`src/i2c_master_config.svh`:
```
// Build-time settings; the FIFO depth must equal 2**I2C_FIFO_PTR_W and quarter cycles fit 8 bits
`ifndef I2C_MASTER_CONFIG_SVH
`define I2C_MASTER_CONFIG_SVH

// System clocks per quarter of an SCL bit period
`define I2C_QUARTER_CYCLES 5

// Command FIFO geometry
`define I2C_FIFO_DEPTH 8
`define I2C_FIFO_PTR_W 3

// Value of rd_data before the first read completes
`define I2C_RD_DATA_RESET 8'h00

// Drive-low enable level that leaves a bus line released
`define I2C_BUS_RELEASE 1'b0

`endif

```
`src/i2c_bus_pkg.sv`:
```
// Bus timing types; a bit is four quarters, SCL low in Q0 and Q3 and high in Q1 and Q2
package i2c_bus_pkg;

   // Phase within one SCL bit
   typedef enum logic [1:0]
   {
      Q0,
      Q1,
      Q2,
      Q3
   } quarter_t;

   // Byte engine FSM
   typedef enum logic [2:0]
   {
      ENG_IDLE,
      ENG_START,
      ENG_STOP,
      ENG_BITS,
      ENG_ACK
   } engine_state_t;

   typedef logic [3:0] bit_count_t;
   typedef logic [7:0] div_count_t;

endpackage

```
`src/i2c_cmd_pkg.sv`:
```
// Command word layout is opcode in bits 9:8 and byte in bits 7:0; START and STOP ignore the byte
package i2c_cmd_pkg;

   typedef logic [6:0] dev_addr_t;
   typedef logic [7:0] reg_addr_t;
   typedef logic [7:0] data_byte_t;

   typedef enum logic [1:0]
   {
      CMD_START,
      CMD_STOP,
      CMD_WRITE,
      CMD_READ
   } cmd_op_t;

   typedef logic [9:0] cmd_word_t;

   function automatic cmd_word_t make_cmd(cmd_op_t op, data_byte_t data);
      return {op, data};
   endfunction

   function automatic cmd_op_t cmd_op(cmd_word_t word);
      return cmd_op_t'(word[9:8]);
   endfunction

   function automatic data_byte_t cmd_byte(cmd_word_t word);
      return word[7:0];
   endfunction

endpackage

```
`src/i2c_txn_sequencer.sv`:
```
// One transaction at a time; a NACK sets ack_error but the transfer still runs to its STOP
`include "i2c_master_config.svh"

module i2c_txn_sequencer
(
   input  logic                    sda,
   input  logic                    reset,
   input  logic                    start,
   input  logic                    rw,
   input  i2c_cmd_pkg::dev_addr_t  dev_addr,
   input  i2c_cmd_pkg::reg_addr_t  reg_addr,
   input  i2c_cmd_pkg::data_byte_t wr_data,
   input  logic                    full,
   input  logic                    byte_nack,
   input  logic                    rd_valid,
   input  i2c_cmd_pkg::data_byte_t rd_byte,
   input  logic                    stop_done,
   output logic                    push,
   output i2c_cmd_pkg::cmd_word_t  push_word,
   output logic                    busy,
   output logic                    done,
   output i2c_cmd_pkg::data_byte_t rd_data,
   output logic                    ack_error
);

   logic                    req_rw;
   i2c_cmd_pkg::dev_addr_t  req_dev;
   i2c_cmd_pkg::reg_addr_t  req_reg;
   i2c_cmd_pkg::data_byte_t req_data;
   i2c_bus_pkg::bit_count_t cmd_idx;
   i2c_bus_pkg::bit_count_t cmd_count;
   logic                    accept;

   assign accept = start && !busy;

   // Read adds a repeated START and the address byte with the read bit
   assign cmd_count = req_rw ? 4'd7 : 4'd5;

   assign push = busy && (cmd_idx < cmd_count) && !full;

   // Command list by position in the transaction
   always_comb
   begin
      case (cmd_idx)
         4'd0:    push_word = i2c_cmd_pkg::make_cmd(i2c_cmd_pkg::CMD_START, 8'h00);
         4'd1:    push_word = i2c_cmd_pkg::make_cmd(i2c_cmd_pkg::CMD_WRITE, {req_dev, 1'b0});
         4'd2:    push_word = i2c_cmd_pkg::make_cmd(i2c_cmd_pkg::CMD_WRITE, req_reg);
         4'd3:
         begin
            if (req_rw)
               push_word = i2c_cmd_pkg::make_cmd(i2c_cmd_pkg::CMD_START, 8'h00);
            else
               push_word = i2c_cmd_pkg::make_cmd(i2c_cmd_pkg::CMD_WRITE, req_data);
         end
         4'd4:
         begin
            if (req_rw)
               push_word = i2c_cmd_pkg::make_cmd(i2c_cmd_pkg::CMD_WRITE, {req_dev, 1'b1});
            else
               push_word = i2c_cmd_pkg::make_cmd(i2c_cmd_pkg::CMD_STOP, 8'h00);
         end
         4'd5:    push_word = i2c_cmd_pkg::make_cmd(i2c_cmd_pkg::CMD_READ, 8'hFF);
         default: push_word = i2c_cmd_pkg::make_cmd(i2c_cmd_pkg::CMD_STOP, 8'h00);
      endcase
   end

   always_ff @(posedge sda)
   begin
      if (reset)
      begin
         busy      <= 1'b0;
         done      <= 1'b0;
         ack_error <= 1'b0;
         rd_data   <= `I2C_RD_DATA_RESET;
         cmd_idx   <= '0;
      end
      else
      begin
         done <= 1'b0;
         if (accept)
         begin
            busy      <= 1'b1;
            ack_error <= 1'b0;
            cmd_idx   <= '0;
         end
         else if (busy)
         begin
            if (push)
               cmd_idx <= cmd_idx + 4'd1;
            // Sticky until the next accepted start
            if (byte_nack)
               ack_error <= 1'b1;
            if (rd_valid)
               rd_data <= rd_byte;
            // STOP is always the last command
            if (stop_done)
            begin
               busy <= 1'b0;
               done <= 1'b1;
            end
         end
      end
   end

   // Request fields held for the whole transaction
   always_ff @(posedge sda)
   begin
      if (accept)
      begin
         req_rw   <= rw;
         req_dev  <= dev_addr;
         req_reg  <= reg_addr;
         req_data <= wr_data;
      end
   end

   // The engine finishes a transaction only while one is open
   a_stop_in_txn: assert property (@(posedge sda) disable iff (reset)
      stop_done |-> busy && (cmd_idx == cmd_count));

endmodule

```
`src/i2c_cmd_fifo.sv`:
```
// Depth must be a power of two; the caller must not push when full nor pop when empty
`include "i2c_master_config.svh"

module i2c_cmd_fifo
(
   input  logic                   sda,
   input  logic                   reset,
   input  logic                   push,
   input  i2c_cmd_pkg::cmd_word_t push_word,
   input  logic                   pop,
   output i2c_cmd_pkg::cmd_word_t pop_word,
   output logic                   full,
   output logic                   empty
);

   i2c_cmd_pkg::cmd_word_t     mem [`I2C_FIFO_DEPTH];
   logic [`I2C_FIFO_PTR_W-1:0] wr_ptr;
   logic [`I2C_FIFO_PTR_W-1:0] rd_ptr;
   logic [`I2C_FIFO_PTR_W-1:0] rd_ptr_next;
   i2c_bus_pkg::bit_count_t    count;

   assign full        = (count == i2c_bus_pkg::bit_count_t'(`I2C_FIFO_DEPTH));
   assign empty       = (count == '0);
   assign rd_ptr_next = pop ? rd_ptr + 1'b1 : rd_ptr;

   always_ff @(posedge sda)
   begin
      if (push)
         mem[wr_ptr] <= push_word;
   end

   // Registered head; a push into an empty slot is forwarded directly
   always_ff @(posedge sda)
   begin
      if (push && (wr_ptr == rd_ptr_next))
         pop_word <= push_word;
      else
         pop_word <= mem[rd_ptr_next];
   end

   always_ff @(posedge sda)
   begin
      if (reset)
      begin
         wr_ptr <= '0;
         rd_ptr <= '0;
         count  <= '0;
      end
      else
      begin
         rd_ptr <= rd_ptr_next;
         if (push)
            wr_ptr <= wr_ptr + 1'b1;
         case ({push, pop})
            2'b10:   count <= count + 4'd1;
            2'b01:   count <= count - 4'd1;
            default: count <= count;
         endcase
      end
   end

   a_no_pop_when_empty: assert property (@(posedge sda) disable iff (reset)
      pop |-> !empty);

   a_no_push_when_full: assert property (@(posedge sda) disable iff (reset)
      push |-> !full);

endmodule

```
`src/i2c_byte_engine.sv`:
```
// Sole bus master, no clock stretching or arbitration; i2c_data_in must already be synchronous
`include "i2c_master_config.svh"

module i2c_byte_engine
(
   input  logic                    sda,
   input  logic                    reset,
   input  logic                    empty,
   input  i2c_cmd_pkg::cmd_word_t  pop_word,
   input  logic                    i2c_data_in,
   output logic                    pop,
   output logic                    i2c_clk_low,
   output logic                    i2c_data_low,
   output logic                    byte_nack,
   output logic                    rd_valid,
   output i2c_cmd_pkg::data_byte_t rd_byte,
   output logic                    stop_done
);

   i2c_bus_pkg::engine_state_t state;
   i2c_bus_pkg::quarter_t      quarter;
   i2c_bus_pkg::div_count_t    div_cnt;
   i2c_bus_pkg::bit_count_t    bit_cnt;
   i2c_cmd_pkg::data_byte_t    shift;
   logic                       is_read;
   logic                       ack_bit;
   logic                       qtick;
   logic                       scl_drive;
   logic                       sda_drive;

   assign qtick   = (div_cnt == i2c_bus_pkg::div_count_t'(`I2C_QUARTER_CYCLES - 1));
   assign pop     = (state == i2c_bus_pkg::ENG_IDLE) && !empty;
   assign rd_byte = shift;

   // Line pattern for the current state and quarter
   always_comb
   begin
      scl_drive = i2c_clk_low;
      sda_drive = i2c_data_low;
      case (state)
         i2c_bus_pkg::ENG_START:
         begin
            // Release SDA with SCL low, raise SCL, then pull SDA low
            scl_drive = (quarter == i2c_bus_pkg::Q0) || (quarter == i2c_bus_pkg::Q3);
            sda_drive = (quarter == i2c_bus_pkg::Q2) || (quarter == i2c_bus_pkg::Q3);
         end
         i2c_bus_pkg::ENG_STOP:
         begin
            // SDA held low until SCL is high, then released
            scl_drive = (quarter == i2c_bus_pkg::Q0);
            sda_drive = (quarter == i2c_bus_pkg::Q0) || (quarter == i2c_bus_pkg::Q1);
         end
         i2c_bus_pkg::ENG_BITS:
         begin
            scl_drive = (quarter == i2c_bus_pkg::Q0) || (quarter == i2c_bus_pkg::Q3);
            sda_drive = !is_read && !shift[7];
         end
         i2c_bus_pkg::ENG_ACK:
         begin
            // Released for the target's ACK, and as the master NACK on reads
            scl_drive = (quarter == i2c_bus_pkg::Q0) || (quarter == i2c_bus_pkg::Q3);
            sda_drive = 1'b0;
         end
         default:
         begin
            scl_drive = i2c_clk_low;
            sda_drive = i2c_data_low;
         end
      endcase
   end

   always_ff @(posedge sda)
   begin
      if (reset)
      begin
         state        <= i2c_bus_pkg::ENG_IDLE;
         quarter      <= i2c_bus_pkg::Q0;
         div_cnt      <= '0;
         bit_cnt      <= '0;
         is_read      <= 1'b0;
         i2c_clk_low  <= `I2C_BUS_RELEASE;
         i2c_data_low <= `I2C_BUS_RELEASE;
         byte_nack    <= 1'b0;
         rd_valid     <= 1'b0;
         stop_done    <= 1'b0;
      end
      else
      begin
         byte_nack <= 1'b0;
         rd_valid  <= 1'b0;
         stop_done <= 1'b0;
         // Lines hold their last level while idle
         if (state != i2c_bus_pkg::ENG_IDLE)
         begin
            i2c_clk_low  <= scl_drive;
            i2c_data_low <= sda_drive;
         end
         if (state == i2c_bus_pkg::ENG_IDLE)
         begin
            if (!empty)
            begin
               div_cnt <= '0;
               quarter <= i2c_bus_pkg::Q0;
               bit_cnt <= '0;
               // Payload of the popped command
               shift   <= i2c_cmd_pkg::cmd_byte(pop_word);
               is_read <= (i2c_cmd_pkg::cmd_op(pop_word) == i2c_cmd_pkg::CMD_READ);
               case (i2c_cmd_pkg::cmd_op(pop_word))
                  i2c_cmd_pkg::CMD_START: state <= i2c_bus_pkg::ENG_START;
                  i2c_cmd_pkg::CMD_STOP:  state <= i2c_bus_pkg::ENG_STOP;
                  default:                state <= i2c_bus_pkg::ENG_BITS;
               endcase
            end
         end
         else if (!qtick)
         begin
            div_cnt <= div_cnt + 8'd1;
         end
         else
         begin
            div_cnt <= '0;
            quarter <= i2c_bus_pkg::quarter_t'(quarter + 2'd1);
            case (state)
               i2c_bus_pkg::ENG_BITS:
               begin
                  // Sample at the end of SCL high
                  if (quarter == i2c_bus_pkg::Q2 && is_read)
                     shift <= {shift[6:0], i2c_data_in};
                  if (quarter == i2c_bus_pkg::Q3)
                  begin
                     if (!is_read)
                        shift <= {shift[6:0], 1'b0};
                     if (bit_cnt == 4'd7)
                        state <= i2c_bus_pkg::ENG_ACK;
                     else
                        bit_cnt <= bit_cnt + 4'd1;
                  end
               end
               i2c_bus_pkg::ENG_ACK:
               begin
                  if (quarter == i2c_bus_pkg::Q2)
                     ack_bit <= i2c_data_in;
                  if (quarter == i2c_bus_pkg::Q3)
                  begin
                     state <= i2c_bus_pkg::ENG_IDLE;
                     if (is_read)
                        rd_valid <= 1'b1;
                     else
                        byte_nack <= ack_bit;
                  end
               end
               i2c_bus_pkg::ENG_STOP:
               begin
                  if (quarter == i2c_bus_pkg::Q3)
                  begin
                     state     <= i2c_bus_pkg::ENG_IDLE;
                     stop_done <= 1'b1;
                  end
               end
               default:
               begin
                  if (quarter == i2c_bus_pkg::Q3)
                     state <= i2c_bus_pkg::ENG_IDLE;
               end
            endcase
         end
      end
   end

   // SDA moves only under a low SCL, except for START and STOP conditions
   a_sda_stable_scl_high: assert property (@(posedge sda) disable iff (reset)
      $changed(i2c_data_low) |-> i2c_clk_low || (state == i2c_bus_pkg::ENG_START)
                                 || (state == i2c_bus_pkg::ENG_STOP));

endmodule

```
`src/i2c_master_top.sv`:
```
// Drive-low outputs are open-drain enables; the wired-AND and pull-ups live outside
module i2c_master_top
(
   input  logic                    sda,
   input  logic                    reset,
   input  logic                    start,
   input  logic                    rw,
   input  i2c_cmd_pkg::dev_addr_t  dev_addr,
   input  i2c_cmd_pkg::reg_addr_t  reg_addr,
   input  i2c_cmd_pkg::data_byte_t wr_data,
   input  logic                    i2c_data_in,
   output logic                    busy,
   output logic                    done,
   output i2c_cmd_pkg::data_byte_t rd_data,
   output logic                    ack_error,
   output logic                    i2c_clk_low,
   output logic                    i2c_data_low
);

   // Sequencer to FIFO
   logic                    push;
   i2c_cmd_pkg::cmd_word_t  push_word;
   logic                    full;

   // FIFO to engine
   logic                    pop;
   i2c_cmd_pkg::cmd_word_t  pop_word;
   logic                    empty;

   // Engine status back to the sequencer
   logic                    byte_nack;
   logic                    rd_valid;
   i2c_cmd_pkg::data_byte_t rd_byte;
   logic                    stop_done;

   i2c_txn_sequencer i2c_txn_sequencer_i
   (
      .sda       (sda),
      .reset     (reset),
      .start     (start),
      .rw        (rw),
      .dev_addr  (dev_addr),
      .reg_addr  (reg_addr),
      .wr_data   (wr_data),
      .full      (full),
      .byte_nack (byte_nack),
      .rd_valid  (rd_valid),
      .rd_byte   (rd_byte),
      .stop_done (stop_done),
      .push      (push),
      .push_word (push_word),
      .busy      (busy),
      .done      (done),
      .rd_data   (rd_data),
      .ack_error (ack_error)
   );

   i2c_cmd_fifo i2c_cmd_fifo_i
   (
      .sda       (sda),
      .reset     (reset),
      .push      (push),
      .push_word (push_word),
      .pop       (pop),
      .pop_word  (pop_word),
      .full      (full),
      .empty     (empty)
   );

   i2c_byte_engine i2c_byte_engine_i
   (
      .sda          (sda),
      .reset        (reset),
      .empty        (empty),
      .pop_word     (pop_word),
      .i2c_data_in  (i2c_data_in),
      .pop          (pop),
      .i2c_clk_low  (i2c_clk_low),
      .i2c_data_low (i2c_data_low),
      .byte_nack    (byte_nack),
      .rd_valid     (rd_valid),
      .rd_byte      (rd_byte),
      .stop_done    (stop_done)
   );

endmodule

```
`config.mk`:
```
export PLATFORM = sky130hd
export DESIGN_NAME = i2c_master_top
export DESIGN_NICKNAME = d
export VERILOG_FILES = /design/src/i2c_bus_pkg.sv /design/src/i2c_cmd_pkg.sv /design/src/i2c_txn_sequencer.sv /design/src/i2c_cmd_fifo.sv /design/src/i2c_byte_engine.sv /design/src/i2c_master_top.sv
export VERILOG_INCLUDE_DIRS = /design/src
export SDC_FILE = /design/constraint.sdc
export NUM_CORES = 1
export LEC_CHECK = 0
export ABC_AREA = 1
export BUFFER_PORTS_ARGS = -buffer_cell sky130_fd_sc_hd__buf_2
export CORE_ASPECT_RATIO = 1.25
export CORE_MARGIN = 10
export CORE_UTILIZATION = 49
export CTS_CLUSTER_DIAMETER = 60
export DETAILED_ROUTE_END_ITERATION = 12
export GPL_TIMING_DRIVEN = 0
export PLACE_DENSITY = 0.66
export SETUP_SLACK_MARGIN = 0.4
export SYNTH_ARGS = -nofsm -noshare
export SYNTH_HDL_FRONTEND = slang
export SYNTH_SLANG_ARGS = --single-unit
```
`constraint.sdc`:
```
create_clock -name sda -period 2.7 [get_ports sda]
set_input_delay 0.135 -clock sda [delete_from_list [all_inputs] [get_ports sda]]
set_output_delay 0.135 -clock sda [all_outputs]
set_load 0.02 [all_outputs]
```
; Word level (Yosys, flattened, before mapping)
; Memory sizes are Yosys's and may differ from the RTL's. A register that Yosys moved wholly into a read port is not among the register bits.
; Cells that the tools add are included.
[op_classes]
order_cmp = 1
n_mul = 0
muxes = 43
div = 0
shift = 0
n_bitwise = 9
eq_ne = 22
n_addsub = 8
n_reduce_logical = 43
[ops]
columns = operator, count
row1 = 8-bit 2-to-1 mux, 10
row2 = 10-bit one-hot mux with 6 select lines, 1
row3 = 3-bit 2-to-1 mux, 8
row4 = 4-bit 2-to-1 mux, 6
row5 = 10-bit 2-to-1 mux, 2
row6 = 4-bit by 1-bit adder with 4-bit output (second input constant), 3
row7 = 4-bit by 3-bit == test with 1-bit output (second input constant), 3
row8 = 2-bit AND reduction, 6
row9 = 5-bit AND reduction, 2
row10 = 2-bit nonzero test, 5
row11 = 1-bit NOT, 9
row12 = 8-bit by 1-bit adder with 8-bit output (second input constant), 1
row13 = 2-bit == test (second input constant), 4
row14 = 4-bit by 2-bit == test with 1-bit output (second input constant), 2
row15 = 8-bit by 3-bit == test with 1-bit output (second input constant), 1
row16 = 4-bit zero test, 2
row17 = 1-bit 2-to-1 mux, 8
row18 = 2-bit 2-to-1 mux, 4
row19 = 4-bit one-hot mux with 2 select lines, 1
row20 = 4-bit AND reduction, 2
row21 = 3-bit by 1-bit adder with 3-bit output (second input constant), 2
row22 = 2-bit by 1-bit == test with 1-bit output (second input constant), 3
row23 = 3-bit by 2-bit == test with 1-bit output (second input constant), 2
row24 = 1-bit logical AND, 6
row25 = other kinds (25), 33
[word_totals]
ram_bits = 80
wordCells = 151
in_bits = 28
latch_bits = 0
rom_bits = 0
output_inout_bits = 13
mem_count = 1
register_bits = 81
[mem_list]
columns = name, depth, word_bits, read_ports, rd_clocked_by_memory_dff, wr, line
row1 = i2c_cmd_fifo_i.mem, 8, 10, 1, 1, 1, i2c_cmd_fifo.sv:16  ; i2c_cmd_pkg::cmd_word_t mem [`I2C_FIFO_DEPTH];

; Longest topological paths before layout
; Gate-level depths: netlist of run 1.
[depth]
depth_word = 8
ltp_mapped = 16
ltp_nobuf = 15

; By module
; From an unflattened synthesis of run 1, not the netlist that was laid out.
[hier_totals]
hier_cells = 724
hier_area_um2 = 7219.4
[modules_own_cells]
columns = mod, area_per_inst_um2, cells_per_inst, seq_area_each_um2, instances
row1 = i2c_cmd_fifo, 3787.4, 315, 2662.6, 1
row2 = i2c_byte_engine, 1771.7, 235, 730.7, 1
row3 = i2c_txn_sequencer, 1660.3, 174, 1021.0, 1

; Worst setup path before layout of run 1
; OpenSTA, ideal clock, no wires.
[synth_timing]
path_kind = reg2reg
startpoint = reg i2c_txn_sequencer_i.req_rw
endpoint = mem i2c_cmd_fifo_i.mem[1][0] in the netlist's numbering (enable)
arrival_time_ns = 2.082
path_stages_with_launch = 8
slack_ns = 0.228
setup_ns = 0.390
required_time_ns = 2.310
cell_sequence = edfxtp_1 > inv_1 > ha_1 > a21o_1 > nand3_1 > nand3_1 > buf_4 > nor3_1
[synth_via]
elab_chain_cells = 6
[synth_lines]
columns = item, line
row1 = start: declaration, i2c_txn_sequencer.sv:26  ; logic req_rw;
row2 = start signal: assignment, i2c_txn_sequencer.sv:110  ; req_rw <= rw;
row3 = 2-bit 2-to-1 mux, i2c_txn_sequencer.sv:37  ; assign cmd_count = req_rw ? 4'd7 : 4'd5;
row4 = 4-bit < comparator, i2c_txn_sequencer.sv:39  ; assign push = busy && (cmd_idx < cmd_count) && !full;
row5 = 1-bit logical AND (2 in series), i2c_txn_sequencer.sv:39
row6 = 1-bit 2-to-1 mux, i2c_cmd_fifo.sv:28  ; if (push)
row7 = 1-bit 2-to-1 mux (implied by the code), i2c_cmd_fifo.sv:29  ; mem[wr_ptr] <= push_word;
row8 = end: declaration, i2c_cmd_fifo.sv:16
; No other way between the ends.

; Worst setup path after layout of run 1
[layout_timing]
startpoint = reg i2c_txn_sequencer_i.req_rw
endpoint = mem i2c_cmd_fifo_i.mem[2][9] in the netlist's numbering (enable)
; Same word-level chain as after synthesis.

==> results_dict.tcl, run 1 <==
set metrics [dict create \
    status "complete, no violations" \
    critPathMaxFanout 10 \
    relSlewSlack_pct 45.7 \
    setup-violations-final 0 \
    fmax_mhz 437 \
    finalCriticalPeriod_ps 2290 \
    leakage_nw 3.39 \
    place_hpwl_um 10600 \
    synthArstFlopShare_pct 0 \
    start_kind "register" \
    final_core_util_pct 60.4 \
    cts_buffer_depth 2 \
    synthTopCellsByArea "edfxtp_1 (47%), dfxtp_1 (14%), nand2_1 (5.5%)" \
    cp-end-kind "register" \
    yosys_warnings 0 \
    drt_iter0_markers 364 \
    yosys.area.top_type "edfxtp_1" \
    met1_usage_pct 17.7 \
    final_layout_size_suffix_gt1_share_pct 16.9 \
    avgSynthCellArea_um2 10.0 \
    antenna_left 0 \
    n_antenna_cell 0 \
    die_w_um 128 \
    htreeDepth 4 \
    dieHeight_um 155 \
    grt_pass1_vias 5392 \
    yosys.cell_count.top_type "edfxtp_1" \
    yosys_most_used_dff "edfxtp_1" \
    grt_pass1_wl_um 25300 \
    grt-busiest-layer "met2" \
    drv_slew 0 \
    nets 853 \
    yosys-top-cells-count "edfxtp_1 (113), nand2_1 (104), nor2_1 (90), inv_1 (66), o21ai_0 (64)" \
    final_area_um2 8670 \
    finalWirelength_um 15300 \
    track_usage_pct 15.8 \
    grt.overflow.total 0 \
    routabilityCongestion 0.872 \
    final_hold_viol_count 0 \
    ys_ff_latch 164 \
    worstPathArrival_ps 2350 \
    syn_nets 757 \
    ys_types 38 \
    cts_root_buf "clkbuf_16" \
    area_growth_pct 21.2 \
    top_register "i2c_cmd_fifo_i.mem" \
    io_pins 41 \
    hold-worst-slack_ps 20.5 \
    firstDrtPassIters 5 \
    antenna_found_initial 0 \
    cp.required_ps 2760 \
    path_class "register to register" \
    clkTransAtPathRegs_ps 60 \
    port_buffers 40 \
    p_per_area_nw_per_um2 903 \
    viasPerCell 5.27 \
    synth_area_um2 7150 \
    cts_made_buffers 17 \
    worst_pin_slew_ps 810 \
    finalCritPeriodShare_pct 84.8 \
    cts_num_sinks 164 \
    rsz0062_at_grt "yes" \
    met3_usage_pct 4.66 \
    yosys.area.top_type_share_pct 47.5 \
    syn_inst 712 \
    grt_max_degree 23 \
    clock_latency_ps 430 \
    remaining_drc_errors 0 \
    fp.dieArea_um2 19900 \
    max-cap-violations 0 \
    num_rows 49 \
    vias 5265 \
    start_util_pct 49.8 \
    skew_ps 14.1 \
    synth_edf_count 113 \
    cts_tree "built" \
    largest_reg_flops 80 \
    yosysSeqAreaShare_pct 61.7 \
    ir_drop_mv 0.527 \
    wl_per_cell_um 15.3 \
    min_path_type "input port to register" \
    place_area_um2 7620 \
    grtUsageMet2_pct 27.3 \
    core_um2 14300 \
]
==> critical path: stages (launching register included) <==
cell and delay (ps):
edfxtp_1 410, inv_2 100, ha_4 190, a21o_1 180
nand3_4 90, nand4_1 350, nor2_2 590
==> power by group <==
group	leakage, nW	switching (mW)	internal [mW]
Sequential	1.46	0.141	2.98
Clock	0.274	1.00	1.38
Combinational	1.65	1.54	0.790
==> cell type report <==
cell class                      count  area (um2)
Fill cell                        1193        5680
Sequential cell                   164        4420
Multi-Input combinational cell    449        2480
Timing Repair Buffer               77         548
Clock buffer                       19         433
Inverter                           73         279
Tap cell                          178         223
Clock inverter                     13         150
Buffer                             26         136
==> timing repair <==
item | CTS | global route
pin swaps | 0 | 3
endpoints found under the setup margin | 91 | 71
resized for setup | 11 | 15
buffers inserted | 6 | 5
hold buffers | 25 | 0
endpoints found under the hold margin | 25 | 0
==> layer usage <==
| layer | wire, um | vias to the layer above | share of wire (%) |
|---|---|---|---|
| li1 | - | 2648 | - |
| met5 | 0 | - | 0 |
| met3 | 787 | 18 | 5.1 |
| met2 | 7920 | 126 | 52 |
| met1 | 6380 | 2473 | 42 |
| met4 | 206 | 0 | 1.3 |
==> cells in the final DEF (no fill, tap or decap), types with 3 or more instances in the layout <==
cell and n:
nor2_4 5, o21ai_2 3, clkbuf_16 17, nand3_1 49
nand4_1 14, ha_1 14, buf_4 11, clkbuf_1 14
o2111ai_1 3, dlygate4sd3_1 25, nand2_1 104, dfxtp_1 50
a21oi_1 41, inv_6 4, xor2_1 4, nor3_4 3
o21ai_0 63, nor2_1 84, inv_1 65, o21ai_1 6
clkinv_4 3, buf_2 52, edfxtp_1 113, nor2_2 8
clkinvlp_4 3, nor3_1 4, o211ai_1 18, inv_2 7
==> metrics by stage <==
stage	instances	TNS (ps)	setup slack, ps	total power, mW
2_1_floorplan	712	0	345	4.74
3_3_place_gp	930	-9730	-342	5.22
3_5_place_dp	931	-1350	-136	5.32
4_1_cts	994	0	292	7.78
5_1_grt	999	0	306	8.28
6_report	999	0	411	7.83
==> worst paths after layout <==
check	slack, ps	start	endpoint	cells after the start
setup / recovery	410	i2c_txn_sequencer_i.req_rw	i2c_cmd_fifo_i.mem[2][9]	6
hold / removal	20	start	i2c_txn_sequencer_i.busy	3
setup reg to reg	410	i2c_txn_sequencer_i.req_rw	i2c_cmd_fifo_i.mem[2][9]	6
hold reg to reg	470	i2c_byte_engine_i.stop_done	i2c_txn_sequencer_i.done	2
==> logic make-up after synthesis <==
kind of cell    share of synthesized area, %
compound gates                          11.0
xor+xnor                                1.08
simple gates                            17.5
buf+inv                                 5.63
fa+ha+maj                               2.97
flops                                   61.7
(Power assumes the default switching activity.)
==> run 2: changes to the inputs <==
- PLACE_DENSITY: 0.66 -> 0.69
- clock period: 2.7 -> 2 ns (I/O delays scaled with it)
==> run 2 against run 1 <==
Net effect:
- total power increased by 46%
- first-iteration DRC count increased by 63%
- register-to-register slack worse by 720 ps
- core utilization grew 5.8 points
- design area rose by 9.6%
- the run now ends with setup timing left
- fmax fell by 0.99%
- sequential share of layout area down 4.3 points
- critical path depth is 5 higher
- clock skew shrank 5.6 ps
- non-clock buffer count is 45 higher
- clock-buffer cell count is 2 lower
==> results_dict.tcl, run 2 (synthesis results as in run 1) <==
set metrics [dict create \
    status "complete, but fails checks" \
    violations "setup timing" \
    mostFrequentLayoutCells "edfxtp_1 (113), nand2_1 (96), nor2_1 (81)" \
    wl_per_cell_um 19.1 \
    r2r_slack_ps -310 \
    track_usage_pct 19.9 \
    die_w_um 128 \
    finalWirelength_um 19900 \
    met1_usage_pct 21.2 \
    cts_tree "built" \
    start_kind "register" \
    setup-violations-final 84 \
    min_to "i2c_txn_sequencer_i.cmd_idx[1]" \
    worst_pin_slew_ps 701 \
    reg2reg_depth 11 \
    area_growth_pct 32.9 \
    grt_max_degree 26 \
    combPwrFrac_pct 34.2 \
    grtUsageMet2_pct 35.5 \
    path_class "register to register" \
    clock_latency_ps 440 \
    vias 5923 \
    power.sequential.fraction_pct 37.2 \
    cp-end-kind "register" \
    routabilityCongestion 0.864 \
    cts_buffer_depth 2 \
    viasPerCell 5.67 \
    dieHeight_um 155 \
    num_rows 49 \
    firstDrtPassIters 5 \
    largest_reg_flops 80 \
    max-cap-violations 0 \
    dp.cells 930 \
    n_antenna_cell 0 \
    finalCriticalPeriod_ps 2310 \
    clkTransAtPathRegs_ps 70 \
    rsz0062_at_grt "yes" \
    grt.overflow.total 0 \
    final_cells 1044 \
    grt_pass1_vias 5947 \
    totalPowerFinal_mw 11.4 \
    relSlewSlack_pct 53.1 \
    antenna_found_initial 0 \
    cts_num_sinks 164 \
    clkPwrFrac_pct 28.6 \
    final_layout_size_suffix_gt1_share_pct 26.4 \
    min_from "reset" \
    seq_area_um2 4430 \
    setup_slack_ps -312 \
    cts_root_buf "clkbuf_16" \
    start_util_pct 49.8 \
    worstPathArrival_ps 2460 \
    leakage_nw 3.76 \
    place_ws_ps -733 \
    ir_drop_mv 0.820 \
    nFillCells 1028 \
    cp.required_ps 2150 \
    core_um2 14300 \
    nets 898 \
    switching_share_pct 35.8 \
    final_hold_viol_count 0 \
    drv_slew 0 \
    min_path_type "input port to register" \
    p_switching_mw 4.10 \
    skew_ps 8.57 \
    r2r-start "i2c_txn_sequencer_i.req_rw" \
    met3_usage_pct 5.27 \
    reg2reg_to "i2c_cmd_fifo_i.mem[0][2]" \
    htreeDepth 4 \
    grt-busiest-layer "met2" \
    critPathMaxFanout 10 \
    final_common_cell "edfxtp_1" \
    p_per_area_nw_per_um2 1200 \
    finalCritPeriodShare_pct 116 \
    place_hpwl_um 11500 \
    multi_input_area_um2 2660 \
    remaining_drc_errors 0 \
    port_buffers 40 \
    fp.dieArea_um2 19900 \
    cts_made_buffers 17 \
    whs_path_depth 4 \
    antenna_left 0 \
    top_register "i2c_cmd_fifo_i.mem" \
    p_int_mw 7.35 \
    grt_pass1_wl_um 30900 \
    drt_iter0_markers 592 \
    fmax_mhz 433 \
    io_pins 41 \
]
==> run 2: power by group through the flow <==
| stage | logic (mW) | clock network, mW | registers (mW) |
|---|---|---|---|
| floorplan | 2.30 | 0 | 4.26 |
| global placement | 2.99 | 0 | 4.28 |
| detailed placement | 3.12 | 0 | 4.30 |
| CTS | 3.66 | 3.27 | 4.24 |
| global route | 4.29 | 3.46 | 4.28 |
| finish | 3.92 | 3.27 | 4.26 |
==> run 2: critical path: stages, from the launching register on <==
cell and delay (ps):
edfxtp_1 410, inv_2 100, ha_4 190, a21o_1 190, nand3_2 100, buf_4 120
buf_4 110, nand4_1 160, buf_6 200, buf_4 130, nor2_4 140, buf_12 160
==> run 2: layer usage <==
layer / wire (um) / vias up
li1: - / 2748
met1: 7530 / 2898
met2: 10500 / 221
met3: 1140 / 56
met4: 713 / 0
met5: 0 / -
==> run 2: how the worst max path moves through the flow <==
stage	startpoint	to	slack, ps
2_1_floorplan	i2c_txn_sequencer_i.req_rw	i2c_cmd_fifo_i.count[2]	-130
3_3_place_gp	i2c_txn_sequencer_i.req_rw	i2c_cmd_fifo_i.mem[4][6]	-660
3_5_place_dp	i2c_txn_sequencer_i.req_rw	i2c_cmd_fifo_i.mem[4][3]	-730
4_1_cts	i2c_txn_sequencer_i.req_rw	i2c_cmd_fifo_i.mem[3][6]	-160
5_1_grt	i2c_txn_sequencer_i.req_rw	i2c_cmd_fifo_i.mem[0][0]	-340
6_report	i2c_txn_sequencer_i.req_rw	i2c_cmd_fifo_i.mem[0][2]	-310
==> run 2: stage by stage <==
| stage | area, um2 | hold slack (ps) | utilization, % | setup TNS, ps |
|---|---|---|---|---|
| 2_1_floorplan | 7310 | 199 | - | -3110 |
| 3_3_place_gp | 7730 | 277 | 53.9 | -36280 |
| 3_5_place_dp | 7730 | 278 | 53.9 | -38850 |
| 4_1_cts | 9380 | 41.7 | 65.4 | -5550 |
| 5_1_grt | 9500 | 109 | 66.2 | -19920 |
| 6_report | 9500 | 94.6 | 66.2 | -16380 |
==> run 2: timing repair <==
| item | 4_1_cts | 5_1_grt |
|---|---|---|
| setup buffers | 48 | 3 |
| endpoints found under the hold margin | 26 | 0 |
| pin swaps | 27 | 15 |
| resized for setup | 68 | 30 |
| cloned | 5 | 0 |
| endpoints found under the setup margin | 210 | 190 |
| hold buffers | 26 | 0 |
==> run 2: layout make-up <==
class / count / share of cell area (%)
plain buffers: 26 / 1.72
clock buffers: 17 / 4.48
clock inverters: 15 / 1.62
inverters: 73 / 2.99
multi-input cells: 449 / 28.0
flip-flops and latches: 164 / 46.6
well taps: 178 / 2.34
repair buffers: 122 / 12.2
